**src/hw/mips_pkg.sv**
```systemverilog
`default_nettype none

package mips_pkg;

	// datapath widths
	localparam int WORD_W     = 32;
	localparam int REG_ADDR_W = 5;
	localparam int ALU_OP_W   = 3;
	localparam int STATE_W    = 9;

	// alu operation codes
	localparam logic [ALU_OP_W-1:0] ALU_AND  = 3'b000;
	localparam logic [ALU_OP_W-1:0] ALU_OR   = 3'b001;
	localparam logic [ALU_OP_W-1:0] ALU_ADD  = 3'b010;
	localparam logic [ALU_OP_W-1:0] ALU_SLTU = 3'b011;
	localparam logic [ALU_OP_W-1:0] ALU_XOR  = 3'b100;
	localparam logic [ALU_OP_W-1:0] ALU_NOR  = 3'b101;
	localparam logic [ALU_OP_W-1:0] ALU_SUB  = 3'b110;
	localparam logic [ALU_OP_W-1:0] ALU_SLT  = 3'b111;

	// one-hot states, bit 0 is reset
	localparam logic [STATE_W-1:0] S_RST = 9'b000000001;
	localparam logic [STATE_W-1:0] S_IF  = 9'b000000010;
	localparam logic [STATE_W-1:0] S_IW  = 9'b000000100;
	localparam logic [STATE_W-1:0] S_ID  = 9'b000001000;
	localparam logic [STATE_W-1:0] S_EX  = 9'b000010000;
	localparam logic [STATE_W-1:0] S_LD  = 9'b000100000;
	localparam logic [STATE_W-1:0] S_ST  = 9'b001000000;
	localparam logic [STATE_W-1:0] S_RDW = 9'b010000000;
	localparam logic [STATE_W-1:0] S_WB  = 9'b100000000;

	// opcodes
	localparam logic [5:0] OP_RTYPE = 6'b000000;
	localparam logic [5:0] OP_J     = 6'b000010;
	localparam logic [5:0] OP_BEQ   = 6'b000100;
	localparam logic [5:0] OP_BNE   = 6'b000101;
	localparam logic [5:0] OP_ADDIU = 6'b001001;
	localparam logic [5:0] OP_SLTI  = 6'b001010;
	localparam logic [5:0] OP_SLTIU = 6'b001011;
	localparam logic [5:0] OP_ANDI  = 6'b001100;
	localparam logic [5:0] OP_ORI   = 6'b001101;
	localparam logic [5:0] OP_XORI  = 6'b001110;
	localparam logic [5:0] OP_LUI   = 6'b001111;
	localparam logic [5:0] OP_LW    = 6'b100011;
	localparam logic [5:0] OP_SW    = 6'b101011;

	// r-type funct codes
	localparam logic [5:0] FN_ADDU = 6'b100001;
	localparam logic [5:0] FN_SUBU = 6'b100011;
	localparam logic [5:0] FN_AND  = 6'b100100;
	localparam logic [5:0] FN_OR   = 6'b100101;
	localparam logic [5:0] FN_XOR  = 6'b100110;
	localparam logic [5:0] FN_NOR  = 6'b100111;
	localparam logic [5:0] FN_SLT  = 6'b101010;
	localparam logic [5:0] FN_SLTU = 6'b101011;

	// one instruction word seen as r, i or j format
	typedef union packed {
		struct packed {
			logic [5:0] opcode;
			logic [4:0] rs;
			logic [4:0] rt;
			logic [4:0] rd;
			logic [4:0] shamt;
			logic [5:0] funct;
		} r;
		struct packed {
			logic [5:0]  opcode;
			logic [4:0]  rs;
			logic [4:0]  rt;
			logic [15:0] imm;
		} i;
		struct packed {
			logic [5:0]  opcode;
			logic [25:0] index;
		} j;
	} instr_u;

endpackage

`default_nettype wire

```
**src/hw/mips_alu.sv**
```systemverilog
`default_nettype none

module mips_alu (
	input  wire [mips_pkg::WORD_W-1:0]   a,
	input  wire [mips_pkg::WORD_W-1:0]   b,
	input  wire [mips_pkg::ALU_OP_W-1:0] alu_op,
	output logic [mips_pkg::WORD_W-1:0]  result,
	output logic                         zero
);

	// separate adder and subtractor
	logic [mips_pkg::WORD_W-1:0] sum;
	logic [mips_pkg::WORD_W-1:0] diff;

	assign sum  = a + b;
	assign diff = a - b;

	always_comb begin
		case (alu_op)
			mips_pkg::ALU_AND:  result = a & b;
			mips_pkg::ALU_OR:   result = a | b;
			mips_pkg::ALU_ADD:  result = sum;
			mips_pkg::ALU_XOR:  result = a ^ b;
			mips_pkg::ALU_NOR:  result = ~(a | b);
			mips_pkg::ALU_SUB:  result = diff;
			// set-less-than results only use bit 0
			mips_pkg::ALU_SLTU: result = {{(mips_pkg::WORD_W-1){1'b0}}, a < b};
			mips_pkg::ALU_SLT:  result = {{(mips_pkg::WORD_W-1){1'b0}}, $signed(a) < $signed(b)};
			default:            result = sum;
		endcase
	end

	// branch compare uses subtract and tests this flag
	assign zero = (result == '0);

endmodule

`default_nettype wire

```
**src/hw/reg_file.sv**
```systemverilog
`default_nettype none

module reg_file (
	input  wire                             clk,
	input  wire [mips_pkg::REG_ADDR_W-1:0]  raddr1,
	input  wire [mips_pkg::REG_ADDR_W-1:0]  raddr2,
	output logic [mips_pkg::WORD_W-1:0]     rdata1,
	output logic [mips_pkg::WORD_W-1:0]     rdata2,
	input  wire                             wen,
	input  wire [mips_pkg::REG_ADDR_W-1:0]  waddr,
	input  wire [mips_pkg::WORD_W-1:0]      wdata
);

	logic [mips_pkg::WORD_W-1:0] regs [32];

	// write port, register zero never stored
	always_ff @(posedge clk) begin
		if (wen && waddr != '0) begin
			regs[waddr] <= wdata;
		end
	end

	// asynchronous reads, zero forced on address 0
	assign rdata1 = (raddr1 == '0) ? '0 : regs[raddr1];
	assign rdata2 = (raddr2 == '0) ? '0 : regs[raddr2];

endmodule

`default_nettype wire

```
**src/hw/inst_decoder.sv**
```systemverilog
`default_nettype none

module inst_decoder (
	input  wire mips_pkg::instr_u           instr,
	output logic [mips_pkg::ALU_OP_W-1:0]   alu_op,
	output logic                            use_imm,
	output logic                            zero_ext,
	output logic                            is_lui,
	output logic                            writes_reg,
	output logic [mips_pkg::REG_ADDR_W-1:0] waddr,
	output logic                            is_load,
	output logic                            is_store,
	output logic                            is_beq,
	output logic                            is_bne,
	output logic                            is_jump,
	output logic                            is_nop
);

	// opcode or funct outside the supported set
	logic illegal;
	// class before the illegal marker is merged in
	logic load_op;
	logic store_op;

	always_comb begin
		alu_op     = mips_pkg::ALU_ADD;
		use_imm    = 1'b0;
		zero_ext   = 1'b0;
		is_lui     = 1'b0;
		writes_reg = 1'b0;
		waddr      = instr.i.rt;
		load_op    = 1'b0;
		store_op   = 1'b0;
		is_beq     = 1'b0;
		is_bne     = 1'b0;
		is_jump    = 1'b0;
		is_nop     = 1'b0;
		illegal    = 1'b0;
		case (instr.r.opcode)
			mips_pkg::OP_RTYPE: begin
				waddr = instr.r.rd;
				case (instr.r.funct)
					mips_pkg::FN_ADDU: alu_op = mips_pkg::ALU_ADD;
					mips_pkg::FN_SUBU: alu_op = mips_pkg::ALU_SUB;
					mips_pkg::FN_AND:  alu_op = mips_pkg::ALU_AND;
					mips_pkg::FN_OR:   alu_op = mips_pkg::ALU_OR;
					mips_pkg::FN_XOR:  alu_op = mips_pkg::ALU_XOR;
					mips_pkg::FN_NOR:  alu_op = mips_pkg::ALU_NOR;
					mips_pkg::FN_SLT:  alu_op = mips_pkg::ALU_SLT;
					mips_pkg::FN_SLTU: alu_op = mips_pkg::ALU_SLTU;
					default:           illegal = 1'b1;
				endcase
				// all-zero word is the nop, not a shift
				if (instr == '0) begin
					is_nop  = 1'b1;
					illegal = 1'b0;
				end
				writes_reg = ~illegal & ~is_nop;
			end
			mips_pkg::OP_J: is_jump = 1'b1;
			// branches compare rs and rt by subtract
			mips_pkg::OP_BEQ: begin
				alu_op = mips_pkg::ALU_SUB;
				is_beq = 1'b1;
			end
			mips_pkg::OP_BNE: begin
				alu_op = mips_pkg::ALU_SUB;
				is_bne = 1'b1;
			end
			mips_pkg::OP_ADDIU, mips_pkg::OP_SLTI, mips_pkg::OP_SLTIU: begin
				use_imm    = 1'b1;
				writes_reg = 1'b1;
				if (instr.i.opcode == mips_pkg::OP_SLTI) begin
					alu_op = mips_pkg::ALU_SLT;
				end else if (instr.i.opcode == mips_pkg::OP_SLTIU) begin
					alu_op = mips_pkg::ALU_SLTU;
				end
			end
			// logical immediates are zero extended
			mips_pkg::OP_ANDI, mips_pkg::OP_ORI, mips_pkg::OP_XORI: begin
				use_imm    = 1'b1;
				zero_ext   = 1'b1;
				writes_reg = 1'b1;
				if (instr.i.opcode == mips_pkg::OP_ANDI) begin
					alu_op = mips_pkg::ALU_AND;
				end else if (instr.i.opcode == mips_pkg::OP_ORI) begin
					alu_op = mips_pkg::ALU_OR;
				end else begin
					alu_op = mips_pkg::ALU_XOR;
				end
			end
			mips_pkg::OP_LUI: begin
				use_imm    = 1'b1;
				is_lui     = 1'b1;
				writes_reg = 1'b1;
			end
			// address is base plus sign-extended offset
			mips_pkg::OP_LW: begin
				use_imm    = 1'b1;
				load_op    = 1'b1;
				writes_reg = 1'b1;
			end
			mips_pkg::OP_SW: begin
				use_imm  = 1'b1;
				store_op = 1'b1;
			end
			default: illegal = 1'b1;
		endcase
	end

	// load and store together mark an illegal word for the FSM
	assign is_load  = load_op | illegal;
	assign is_store = store_op | illegal;

endmodule

`default_nettype wire

```
**src/hw/multicycle_fsm.sv**
```systemverilog
`default_nettype none

module multicycle_fsm (
	input  wire                          clk,
	input  wire                          rst,
	input  wire                          inst_req_ready,
	input  wire                          inst_valid,
	input  wire                          mem_req_ready,
	input  wire                          read_data_valid,
	input  wire                          is_nop,
	input  wire                          is_load,
	input  wire                          is_store,
	input  wire                          writes_reg,
	output logic [mips_pkg::STATE_W-1:0] state,
	output logic                         inst_req_valid,
	output logic                         inst_ready,
	output logic                         mem_read,
	output logic                         mem_write,
	output logic                         read_data_ready
);

	logic [mips_pkg::STATE_W-1:0] next_state;

	always_ff @(posedge clk) begin
		if (rst) begin
			state <= mips_pkg::S_RST;
		end else begin
			state <= next_state;
		end
	end

	always_comb begin
		case (state)
			mips_pkg::S_RST: next_state = mips_pkg::S_IF;
			// hold until the request is taken
			mips_pkg::S_IF:
				next_state = inst_req_ready ? mips_pkg::S_IW : mips_pkg::S_IF;
			mips_pkg::S_IW:
				next_state = inst_valid ? mips_pkg::S_ID : mips_pkg::S_IW;
			// nop skips execute entirely
			mips_pkg::S_ID:
				next_state = is_nop ? mips_pkg::S_IF : mips_pkg::S_EX;
			mips_pkg::S_EX: begin
				if (is_load && is_store) begin
					next_state = mips_pkg::S_RST;
				end else if (is_load) begin
					next_state = mips_pkg::S_LD;
				end else if (is_store) begin
					next_state = mips_pkg::S_ST;
				end else if (writes_reg) begin
					next_state = mips_pkg::S_WB;
				end else begin
					// branch or jump, pc already updated
					next_state = mips_pkg::S_IF;
				end
			end
			mips_pkg::S_LD:
				next_state = mem_req_ready ? mips_pkg::S_RDW : mips_pkg::S_LD;
			mips_pkg::S_ST:
				next_state = mem_req_ready ? mips_pkg::S_IF : mips_pkg::S_ST;
			mips_pkg::S_RDW:
				next_state = read_data_valid ? mips_pkg::S_WB : mips_pkg::S_RDW;
			mips_pkg::S_WB: next_state = mips_pkg::S_IF;
			default: next_state = mips_pkg::S_RST;
		endcase
	end

	// channel strobes straight from state bits
	assign inst_req_valid  = |(state & mips_pkg::S_IF);
	assign inst_ready      = |(state & mips_pkg::S_IW);
	assign mem_read        = |(state & mips_pkg::S_LD);
	assign mem_write       = |(state & mips_pkg::S_ST);
	assign read_data_ready = |(state & mips_pkg::S_RDW);

endmodule

`default_nettype wire

```
**src/hw/mips_cpu.sv**
```systemverilog
`default_nettype none

module mips_cpu (
	input  wire                             clk,
	input  wire                             rst,
	output logic [mips_pkg::WORD_W-1:0]     pc,
	output logic                            inst_req_valid,
	input  wire                             inst_req_ready,
	input  wire [mips_pkg::WORD_W-1:0]      instruction,
	input  wire                             inst_valid,
	output logic                            inst_ready,
	output logic [mips_pkg::WORD_W-1:0]     address,
	output logic                            mem_read,
	output logic                            mem_write,
	output logic [mips_pkg::WORD_W-1:0]     write_data,
	input  wire                             mem_req_ready,
	input  wire [mips_pkg::WORD_W-1:0]      read_data,
	input  wire                             read_data_valid,
	output logic                            read_data_ready,
	output logic                            rf_wen,
	output logic [mips_pkg::REG_ADDR_W-1:0] rf_waddr,
	output logic [mips_pkg::WORD_W-1:0]     rf_wdata,
	output logic [mips_pkg::WORD_W-1:0]     retire_pc
);

	logic [mips_pkg::STATE_W-1:0]  state;
	logic                          st_if;
	logic                          st_iw;
	logic                          st_id;
	logic                          st_ex;

	// latches and operand registers
	mips_pkg::instr_u              instr_q;
	logic [mips_pkg::WORD_W-1:0]   rdata_q;
	logic [mips_pkg::WORD_W-1:0]   op_a;
	logic [mips_pkg::WORD_W-1:0]   op_b;
	logic [mips_pkg::ALU_OP_W-1:0] alu_op_q;
	logic [mips_pkg::WORD_W-1:0]   alu_out;

	// decoder outputs
	logic [mips_pkg::ALU_OP_W-1:0] dec_alu_op;
	logic                          use_imm;
	logic                          zero_ext;
	logic                          is_lui;
	logic                          writes_reg;
	logic                          is_load;
	logic                          is_store;
	logic                          is_beq;
	logic                          is_bne;
	logic                          is_jump;
	logic                          is_nop;

	logic [mips_pkg::WORD_W-1:0]   rdata1;
	logic [mips_pkg::WORD_W-1:0]   rdata2;
	logic [mips_pkg::WORD_W-1:0]   imm_ext;
	logic [mips_pkg::WORD_W-1:0]   alu_a;
	logic [mips_pkg::WORD_W-1:0]   alu_b;
	logic [mips_pkg::ALU_OP_W-1:0] alu_sel;
	logic [mips_pkg::WORD_W-1:0]   alu_result;
	logic                          alu_zero;
	logic                          br_taken;
	logic [mips_pkg::WORD_W-1:0]   br_target;
	logic [mips_pkg::WORD_W-1:0]   j_target;

	multicycle_fsm multicycle_fsm_inst (
		.clk             (clk),
		.rst             (rst),
		.inst_req_ready  (inst_req_ready),
		.inst_valid      (inst_valid),
		.mem_req_ready   (mem_req_ready),
		.read_data_valid (read_data_valid),
		.is_nop          (is_nop),
		.is_load         (is_load),
		.is_store        (is_store),
		.writes_reg      (writes_reg),
		.state           (state),
		.inst_req_valid  (inst_req_valid),
		.inst_ready      (inst_ready),
		.mem_read        (mem_read),
		.mem_write       (mem_write),
		.read_data_ready (read_data_ready)
	);

	assign st_if = |(state & mips_pkg::S_IF);
	assign st_iw = |(state & mips_pkg::S_IW);
	assign st_id = |(state & mips_pkg::S_ID);
	assign st_ex = |(state & mips_pkg::S_EX);

	inst_decoder inst_decoder_inst (
		.instr      (instr_q),
		.alu_op     (dec_alu_op),
		.use_imm    (use_imm),
		.zero_ext   (zero_ext),
		.is_lui     (is_lui),
		.writes_reg (writes_reg),
		.waddr      (rf_waddr),
		.is_load    (is_load),
		.is_store   (is_store),
		.is_beq     (is_beq),
		.is_bne     (is_bne),
		.is_jump    (is_jump),
		.is_nop     (is_nop)
	);

	reg_file reg_file_inst (
		.clk    (clk),
		.raddr1 (instr_q.r.rs),
		.raddr2 (instr_q.r.rt),
		.rdata1 (rdata1),
		.rdata2 (rdata2),
		.wen    (rf_wen),
		.waddr  (rf_waddr),
		.wdata  (rf_wdata)
	);

	// capture on each handshake
	always_ff @(posedge clk) begin
		if (inst_ready && inst_valid) begin
			instr_q <= instruction;
		end
		if (read_data_ready && read_data_valid) begin
			rdata_q <= read_data;
		end
	end

	// immediate, zero or sign extended
	assign imm_ext = {{(mips_pkg::WORD_W-16){instr_q.i.imm[15] & ~zero_ext}}, instr_q.i.imm};

	// operands loaded in decode, result in execute
	always_ff @(posedge clk) begin
		if (st_id) begin
			op_a     <= rdata1;
			op_b     <= use_imm ? imm_ext : rdata2;
			alu_op_q <= dec_alu_op;
		end
		if (st_ex) begin
			alu_out <= alu_result;
		end
	end

	// fetch-wait borrows the alu for pc+4
	assign alu_a   = st_iw ? pc : op_a;
	assign alu_b   = st_iw ? mips_pkg::WORD_W'(4) : op_b;
	assign alu_sel = st_iw ? mips_pkg::ALU_ADD : alu_op_q;

	mips_alu mips_alu_inst (
		.a      (alu_a),
		.b      (alu_b),
		.alu_op (alu_sel),
		.result (alu_result),
		.zero   (alu_zero)
	);

	// pc already holds pc+4 by execute
	assign br_taken  = (is_beq & alu_zero) | (is_bne & ~alu_zero);
	assign br_target = pc + {{(mips_pkg::WORD_W-18){instr_q.i.imm[15]}}, instr_q.i.imm, 2'b00};
	assign j_target  = {pc[mips_pkg::WORD_W-1:mips_pkg::WORD_W-4], instr_q.j.index, 2'b00};

	always_ff @(posedge clk) begin
		if (rst) begin
			pc <= '0;
		end else if (st_iw && inst_valid) begin
			pc <= alu_result;
		end else if (st_ex && br_taken) begin
			pc <= br_target;
		end else if (st_ex && is_jump) begin
			pc <= j_target;
		end
	end

	// pc of the instruction now being fetched
	always_ff @(posedge clk) begin
		if (rst) begin
			retire_pc <= '0;
		end else if (st_if) begin
			retire_pc <= pc;
		end
	end

	// word-aligned data access, rt is the store data
	assign address    = {alu_out[mips_pkg::WORD_W-1:2], 2'b00};
	assign write_data = rdata2;

	// write-back select
	assign rf_wen   = |(state & mips_pkg::S_WB);
	assign rf_wdata = is_lui ? {instr_q.i.imm, {(mips_pkg::WORD_W-16){1'b0}}} :
	                  is_load ? rdata_q : alu_out;

endmodule

`default_nettype wire

```
**config.mk**
```make
export PLATFORM = sky130hd
export DESIGN_NAME = mips_cpu
export DESIGN_NICKNAME = d
export VERILOG_FILES = /design/src/hw/mips_pkg.sv /design/src/hw/mips_alu.sv /design/src/hw/reg_file.sv /design/src/hw/inst_decoder.sv /design/src/hw/multicycle_fsm.sv /design/src/hw/mips_cpu.sv
export SDC_FILE = /design/constraint.sdc
export NUM_CORES = 2
export LEC_CHECK = 0
export BUFFER_PORTS_ARGS = -buffer_cell sky130_fd_sc_hd__buf_2
export CORE_UTILIZATION = 62
export CTS_CLUSTER_DIAMETER = 80
export DETAILED_ROUTE_END_ITERATION = 12
export GPL_TIMING_DRIVEN = 1
export PLACE_DENSITY = 0.82
export SLEW_MARGIN = 0
export SYNTH_ARGS = -nofsm -noshare
export SYNTH_HDL_FRONTEND = slang
export SYNTH_SLANG_ARGS = --single-unit
export TNS_END_PERCENT = 100
```
**constraint.sdc**
```tcl
create_clock -name clk -period 8.75 [get_ports clk]
set_input_delay 0.875 -clock clk [delete_from_list [all_inputs] [get_ports clk]]
set_output_delay 0.875 -clock clk [all_outputs]
set_load 0.02 [all_outputs]
```
==> metrics.txt <==
status complete, no violations; power per cell area 176 nW/um^2; DR vias between 40000 and 50000; Worst-path clk slew 0.06 ns; fin cells between 5000 and 6000; Yosys cell types ~90; fin crit share approximately 90%; post-synthesis async set-or-reset flop share 0%; yosys synthesis warning count 0; Total Neg Setup Slack 0 ns; H-tree depth 4; critical hold path startpoint instruction[25]; Core Area between 100000 and 150000 um^2; TritonCTS clock tree built; clock skew just under 0.05 ns; CTS max path bufs 3; hold depth 1; largest net degree at the start of global routing about 130; reg-to-reg startpoint multicycle_fsm_inst.state[2]$_SDFF_PP0_; fin area between 70000 and 80000 um^2; Final nets between 4000 and 5000; first-pass GRT wire length approximately 320000 um; worst hold slack 0.276 ns; startpoint types register; RSZ-0062 raised after global routing false; Worst slew margin 3.46%; Via-to-Cell Ratio 7.80; Min-Delay Endpoint instr_q[25]$_DFFE_PP_; Post-synth EDFFs about 1200; dpl cell area around 68000 um^2; die height between 300 and 400 um; prevailing post-synth register cell edfxtp_1; P_leak about 0.025 uW; remaining global-route overflow 0; flip-flop and latch count after synthesis 1265; CP Data Required Time 7.88 ns; Buffers on Ports 238; Filler Cell Count roughly 6300; endpoints failing setup 0; cell internal pwr slightly below 10000 uW; Die Footprint around 110000 um^2; Worst-Skew Late Latency around 0.78 ns; Residual DRC 0; measured slew at the worst slew-check pin between 1 and 1.5 ns; cts bufs inserted about 130; clk root buf clkbuf_16; global placement routability congestion ~1.1; synthesized instance count 4031; Worst Setup Path Type reg2out; Hold Vio Cnt, Final 0; Setup Buffers After CTS 0; clock share of power between 40% and 50%; Worst EP arrival around 7.2 ns; DP Wirelength 135000 um; Wirelength per Cell 39.7 um; Area Growth Syn to Fin 11.5%; FF-to-FF path depth 19; most common cell after layout, fill and taps aside edfxtp_1; crit path max fanout 33; clk sinks 1265; cell area after synthesis 64800 um^2; share of layout cells above drive strength 1 between 30% and 40%; post-CTS sizing 0; peak supply drop between 0.2 and 0.25 mV; Fmax roughly 0.12 GHz; Pre-antenna DRT Iters 8; placed insts roughly 5500; syn avg cell area around 16 um^2; most frequent cells in the layout 1187 x edfxtp_1, 640 x mux4_2, 238 x buf_2; Sw Share 22.9%; sequential area share after synthesis between 50% and 60%; Post-Route WL ~230000 um; initial antenna violation count 7; # hold bufs at CTS 0; row cnt about 120; initial drt markers between 7000 and 8000; gr usage total 43.3%; I/O pin count 241; min cycle time layout 8.03 ns; Initial Util around 63%; Place WS ~1.3 ns; Hold Crit Class in2reg; Reg power frac 51.5%; Critical Path End Type output pin; worst r2r dst pc[3]$_SDFFE_PP0P_; Logic pwr share 3.9%; NetSw just under 3000 uW; flop-to-flop setup slack 1.02 ns; Final Max Slew Viols 0; Worst Setup SP instr_q[23]$_DFFE_PP_; final worst slack around 0.72 ns; vias in the first global route 44300; Die W 325 um; Final ANT Viol Nets 0; max-cap viol count 0
-- cells by family after synthesis --
| kind of cell | share of synthesized area [%] |
|---|---|
| adder cells (fa/ha/maj) | 2.62 |
| AND/OR/NAND/NOR | 5.66 |
| AO/OA/AOI/OAI | 5.39 |
| multiplexers | 25.2 |
| buffers and inverters | 2.72 |
| flip-flops | 57.4 |
| XOR/XNOR | 1.00 |
| other | 0.00578 |
-- worst max-delay path by stage --
stage / endpoint / slack (ns) / cells past startpoint
2_1_floorplan: pc[16]$_SDFFE_PP0P_ / 2.10 / 22
3_3_place_gp: pc[3]$_SDFFE_PP0P_ / 1.52 / 19
3_5_place_dp: pc[3]$_SDFFE_PP0P_ / 1.35 / 19
4_1_cts: rf_wdata[26] / 0.99 / 12
5_1_grt: rf_wdata[26] / 0.53 / 12
6_report: rf_wdata[26] / 0.72 / 12
-- power by group through the flow --
| stage | sequential [uW] | clock [uW] | combinational [uW] |
|---|---|---|---|
| 3_3_place_gp | 6690 | 0 | 472 |
| 3_5_place_dp | 6690 | 0 | 478 |
| 5_1_grt | 6560 | 5870 | 523 |
| 2_1_floorplan | 6680 | 0 | 328 |
| 4_1_cts | 6570 | 5660 | 487 |
| 6_report | 6560 | 5680 | 500 |
-- cell usage after synthesis, drive strengths merged, types with 48 or more instances --
cell type  number  area [um^2]
nand2         215          807
a21oi         140          712
edfxtp       1187        35600
nor2          259          972
ha            131         1640
clkbuf        192          721
o21ai         100          500
dfxtp          78         1560
nor2b          61          382
nand3          48          240
buf           112          573
mux4          640        14400
mux2i         172         1720
inv           125          469
-- final cells by class --
cell class                 instances  area, um^2  area share [%]
multi-input combinational       2370       26400            36.5
timing repair buffer             364        2190            3.03
clock buffer                     157        3470            4.80
clock inverter                    83         810            1.12
antenna                            2        5.00         0.00693
inverter                         125         470           0.651
sequential                      1265       37200            51.5
tap                             1380        1730            2.39
-- worst max-delay path: stages (launching register included) --
cell,delay [ns]
edfxtp_1,0.35
buf_4,0.39
or4_1,0.85
nor2_4,0.81
nand2_1,0.27
nor3_1,0.55
nor2_1,0.09
a211oi_1,0.46
nand2_2,0.54
buf_4,0.45
mux2i_1,0.18
o21ai_2,1.03
buf_2,0.36
-- flip-flops by register name, indices dropped and copies added (netlist names), named ones only --
signal / flops
retire_pc: 32
alu_out: 32
pc: 32
alu_op_q: 3
multicycle_fsm_inst.state: 9
op_b: 32
rdata_q: 32
instr_q: 32
reg_file_inst.regs: 1024
op_a: 32
-- per-stage QoR --
step	power, uW	util, %
2_1_floorplan	7010	-
3_3_place_gp	7170	65.6
3_5_place_dp	7170	65.6
4_1_cts	12700	69.7
5_1_grt	13000	69.7
6_report	12700	69.7
-- per-layer routing --
metal / routed length, um / part of all wire, % / vias to the layer above / GRT usage, %
li1: - / - / 16800 / -
met1: 73000 / 32 / 22200 / 54.6
met2: 103000 / 45 / 4733 / 65.5
met3: 33800 / 15 / 1154 / 14.1
met4: 18300 / 8.0 / 4 / 27.1
met5: 27 / 0.012 / - / 0
Note: power is estimated with default switching activity, not from simulation.
